`src/common/aes_settings.svh`:
```
// AES-128 core constants

`ifndef AES_SETTINGS_SVH
`define AES_SETTINGS_SVH

// width of one cipher block, also the key width in this cut
`define AES_BLOCK_BITS 128

// round count for a 128-bit key
`define AES_NUM_ROUNDS 10

// number of 32-bit columns in the state
`define AES_NUM_COLS 4

// Nb stays 4 for every AES variant
// Nr would grow with the key size, fixed here

`endif

```
`src/common/aesStatePkg.sv`:
```
// AES data shape types

`default_nettype none

package aesStatePkg;

`include "aes_settings.svh"

    // one byte of the state, also one GF(2^8) element
    typedef logic [7:0] byteT;

    // one column of the state or one key word
    typedef logic [`AES_BLOCK_BITS/`AES_NUM_COLS-1:0] wordT;

    // full state, byte 0 in the top bits, columns filled first
    typedef logic [`AES_BLOCK_BITS-1:0] stateT;

    // cipher key or round key
    typedef logic [`AES_BLOCK_BITS-1:0] keyT;

    // round number, 0 while idle and 1 to 10 while running
    typedef logic [$clog2(`AES_NUM_ROUNDS+1)-1:0] roundIdxT;

endpackage

`default_nettype wire

```
`src/cipherRound/roundSequencer.sv`:
```
// round control and ciphertext register

`timescale 1ns/1ns
`default_nettype none

`include "aes_settings.svh"

module roundSequencer import aesStatePkg::*; (
    input  logic  clk,
    input  logic  rstN,
    input  logic  start,
    input  stateT plaintext,
    input  keyT   cipherKey,
    input  stateT roundOut,
    output stateT curState,
    output logic  finalRound,
    output logic  loadKey,
    output logic  nextKey,
    output logic  busy,
    output logic  done,
    output stateT ciphertext
);

    localparam roundIdxT LastRound = roundIdxT'(`AES_NUM_ROUNDS);

    // round now executing, 0 while idle
    roundIdxT roundCnt;
    logic     accept;

    // a start during a block is dropped
    assign accept = start && !busy;

    assign finalRound = (roundCnt == LastRound);

    // key scheduler follows the same accept and step pulses
    assign loadKey = accept;
    assign nextKey = busy;

    // state register
    // whitening on accept, then one round result per edge
    always_ff @(posedge clk)
    begin
        if (accept)
        begin
            curState <= plaintext ^ cipherKey;
        end
        else if (busy)
        begin
            curState <= roundOut;
        end
    end

    // control and held result
    always_ff @(posedge clk)
    begin
        if (!rstN)
        begin
            busy       <= 1'b0;
            done       <= 1'b0;
            roundCnt   <= '0;
            ciphertext <= '0;
        end
        else
        begin
            // done is a one-cycle pulse
            done <= 1'b0;
            if (accept)
            begin
                busy     <= 1'b1;
                roundCnt <= roundIdxT'(1);
            end
            else if (busy)
            begin
                if (finalRound)
                begin
                    // round 10 output is the ciphertext, held until the next block
                    ciphertext <= roundOut;
                    done       <= 1'b1;
                    busy       <= 1'b0;
                    roundCnt   <= '0;
                end
                else
                begin
                    roundCnt <= roundCnt + roundIdxT'(1);
                end
            end
        end
    end

endmodule

`default_nettype wire

```
`config.mk`:
```
export PLATFORM = sky130hd
export DESIGN_NAME = roundSequencer
export DESIGN_NICKNAME = d
export VERILOG_FILES = /design/src/common/aesStatePkg.sv /design/src/cipherRound/roundSequencer.sv
export VERILOG_INCLUDE_DIRS = /design/src /design/src/common
export SDC_FILE = /design/constraint.sdc
export NUM_CORES = 1
export LEC_CHECK = 0
export BUFFER_PORTS_ARGS = -buffer_cell sky130_fd_sc_hd__buf_2
export CAP_MARGIN = 20
export CORE_AREA = 2 2 255 257
export CTS_BUF_LIST = sky130_fd_sc_hd__clkbuf_4 sky130_fd_sc_hd__clkbuf_8
export DETAILED_ROUTE_END_ITERATION = 6
export DIE_AREA = 0 0 257 259
export PLACE_DENSITY = 0.42
export SKIP_LAST_GASP = 1
export SYNTH_ARGS = -nofsm -noshare
export SYNTH_HDL_FRONTEND = slang
export SYNTH_SLANG_ARGS = --single-unit
```
`constraint.sdc`:
```
create_clock -name clk -period 5.9 [get_ports clk]
set_input_delay 0.59 -clock clk [delete_from_list [all_inputs] [get_ports clk]]
set_output_delay 0.59 -clock clk [all_outputs]
set_load 0.005 [all_outputs]
```
==> results.ini <==
[outcome]
status=complete, no violations

[floorplan]
core_area_um2=63900
die_y_um=259
ios=648
start_util_pct=16.4
rows=93
die_x_um=257
die-area_um2=66600

[setup_path]
reg2reg_from=busy
cp_data_arrival_time_ps=2460
cp_data_required_time_ps=5310
r2r_cells=3
slowest_stage=nand2b_4
cp_max_fo=128
crit_path_end_kind=output port
cp.depth=4
crit_start=busy
criticalPathCategory=reg -> out
cpLargestDelayFamily=simple AND/OR/NAND/NOR gates
crit_chain=nand2b_4 > buf_12 > inv_1 > buf_2
max_stage_delay_ps=680
path_buf_inv=3
critPathLaunchType=flop

[placement]
port_buffers=647
place_congestion=0.885
dp_hpwl_um=28800

[sta]
grt_setup_unrepaired=false
slew_viol_final=0
max_slew_margin_pct=39.8
hold_ws_ps=219
period_minus_slack_ps=3050
worstMarginPinSlew_ps=903
min_period_over_period_pct=51.7
clock.fmax_mhz=328
hold_viol=0
worst_clock_skew_ps=17.7
tns_ps=0
setup_viol_count_final=0

[power]
p_leak_nw=7.05
powerDensity_nw_per_um2=285
p_int_w=0.00334
p_sw_share_pct=24.5
power_switching_w=0.00108
seqPwrFrac_pct=46.7
clock_power_share_pct=41.3
peakVddDrop_mv=0.106
comb_power_share_pct=12.0

[clock_tree]
clk_latency_ps=600
cts_tree=yes
root_buffer=clkbuf_8
cts.path.max_buffers=3
numClockSinks=262
path_clk_slew_ps=60
cts_resized=0
h-tree-depth=2
holdBufCountCts=0
cts_buffers=48
postCtsSetupBuffers=0

[drt]
post_drt_wl_per_cell_um=16.0
initialDrtViolationCount=445
viasPerCell=3.74
drc=0
ant_nets=0
drt-total-wl_um=38500
vias=8983
drtPass1Iterations=4

[synthesis]
yosysMostFrequentCell=dfxtp_1
avgSynthCellArea_um2=12.2
synth_largest_area_cell=edfxtp_1
synth_edf_count=128
synth_xor_area_share_pct=10.8
ys_ff_latch=262
yosys_warnings=0
synth_area_um2=10500
synth.net_count=1247
synth.area.mux_share_pct=0
synth_common_cells=dfxtp_1, nand2_1, o21ai_0
synthArstFlopShare_pct=0
seq_area_frac_synth_pct=62.3
synth_ff_type=dfxtp_1
synthAdderAreaFrac_pct=0
ys_types=27
syn_inst=860
synth_top_family_by_area=compound AO/OA/AOI/OAI gates
yosysTopAreaCellShare_pct=36.7
synthSimpleGateAreaFrac_pct=5.61
synth_compound_gate_area_share_pct=17.3
synth_area_leaders=edfxtp_1, dfxtp_1, a22o_1

[global_routing]
antenna_found_initial=3
grt_overflow=0
grt_pass1_wl_um=55700
first_global_vias=9192
grt_usage_pct=10.8
grt_max_degree=130

[worst_hold_path]
hp-class=in -> reg
hold_start=roundOut[106]
min_path_cells=2

[final_layout]
ff_latch_area_um2=6530
fillers=6927
area_growth_pct=47.9
nNetsFinal=1893
layout-drive-gt1-share_pct=48.3
multi_input_area_um2=3550

[flow_run]
max_cap_viol_count=0

-- metrics by stage --
stage | instance area, um^2 | power (W) | utilization (%) | instances | worst slack (ps)
3_5_place_dp | 14500 | 0.00265 | 22.7 | 2311 | 3270
6_report | 15500 | 0.00442 | 24.3 | 2401 | 2850
2_1_floorplan | 10500 | 0.00231 | - | 860 | 3280
5_1_grt | 15500 | 0.00465 | 24.3 | 2401 | 2580
3_3_place_gp | 14500 | 0.00265 | 22.7 | 2311 | 3280
4_1_cts | 15500 | 0.00454 | 24.3 | 2400 | 2650
-- cells by family after synthesis --
group / count (synthesis)
DFF: 262
buffers and inverters: 62
xor gates and xnor gates: 129
and+or+nand+nor: 144
AOI/OAI and AO/OA: 263
-- metal layers --
metal	GRT usage, %	wire length (um)
met5	0	11
met1	12.2	15000
met3	2.71	2710
met2	19.3	19500
met4	4.86	1200
-- registers in the layout, indices dropped and copies added, names as in the netlist --
signal / count
done: 1
roundCnt: 4
ciphertext: 128
busy: 1
curState: 128
-- final timing paths --
check                    endpoint  slack, ps
setup / recovery          loadKey       2850
hold / removal    ciphertext[106]        220
setup reg to reg     curState[60]       3500
hold reg to reg    ciphertext[45]        460
-- power by group through the flow --
stage | clock network [W] | registers, W | logic, W
2_1_floorplan | 0 | 0.00211 | 0.000203
3_3_place_gp | 0 | 0.00211 | 0.000545
3_5_place_dp | 0 | 0.00210 | 0.000549
4_1_cts | 0.00192 | 0.00207 | 0.000549
5_1_grt | 0.00198 | 0.00208 | 0.000589
6_report | 0.00183 | 0.00207 | 0.000530
-- cells in the final DEF, fill, tap and decap left out, types with 2 or more instances in the layout --
| cell | synthesis | layout |
|---|---|---|
| buf_12 | 0 | 2 |
| nand2_1 | 130 | 130 |
| nand3_1 | 2 | 2 |
| xnor2_1 | 128 | 128 |
| clkinv_1 | 0 | 2 |
| a22o_1 | 128 | 128 |
| dfxtp_1 | 134 | 134 |
| clkbuf_4 | 0 | 28 |
| a21oi_1 | 2 | 2 |
| nor2b_1 | 2 | 2 |
| buf_4 | 6 | 5 |
| nand2b_4 | 1 | 2 |
| inv_1 | 4 | 4 |
| o21ai_0 | 130 | 130 |
| clkbuf_8 | 0 | 58 |
| buf_2 | 17 | 647 |
| edfxtp_1 | 128 | 128 |
-- cell type report --
type                    count  share of cell area, %
well taps                 855                   6.90
clock inverters             3                  0.105
flip-flops and latches    262                   42.1
inverters                   4                 0.0969
repair buffers            654                   21.4
clock buffers              86                   6.51
multi-input cells         536                   22.9
diodes                      1                 0.0161
(Power assumes the default switching activity.)
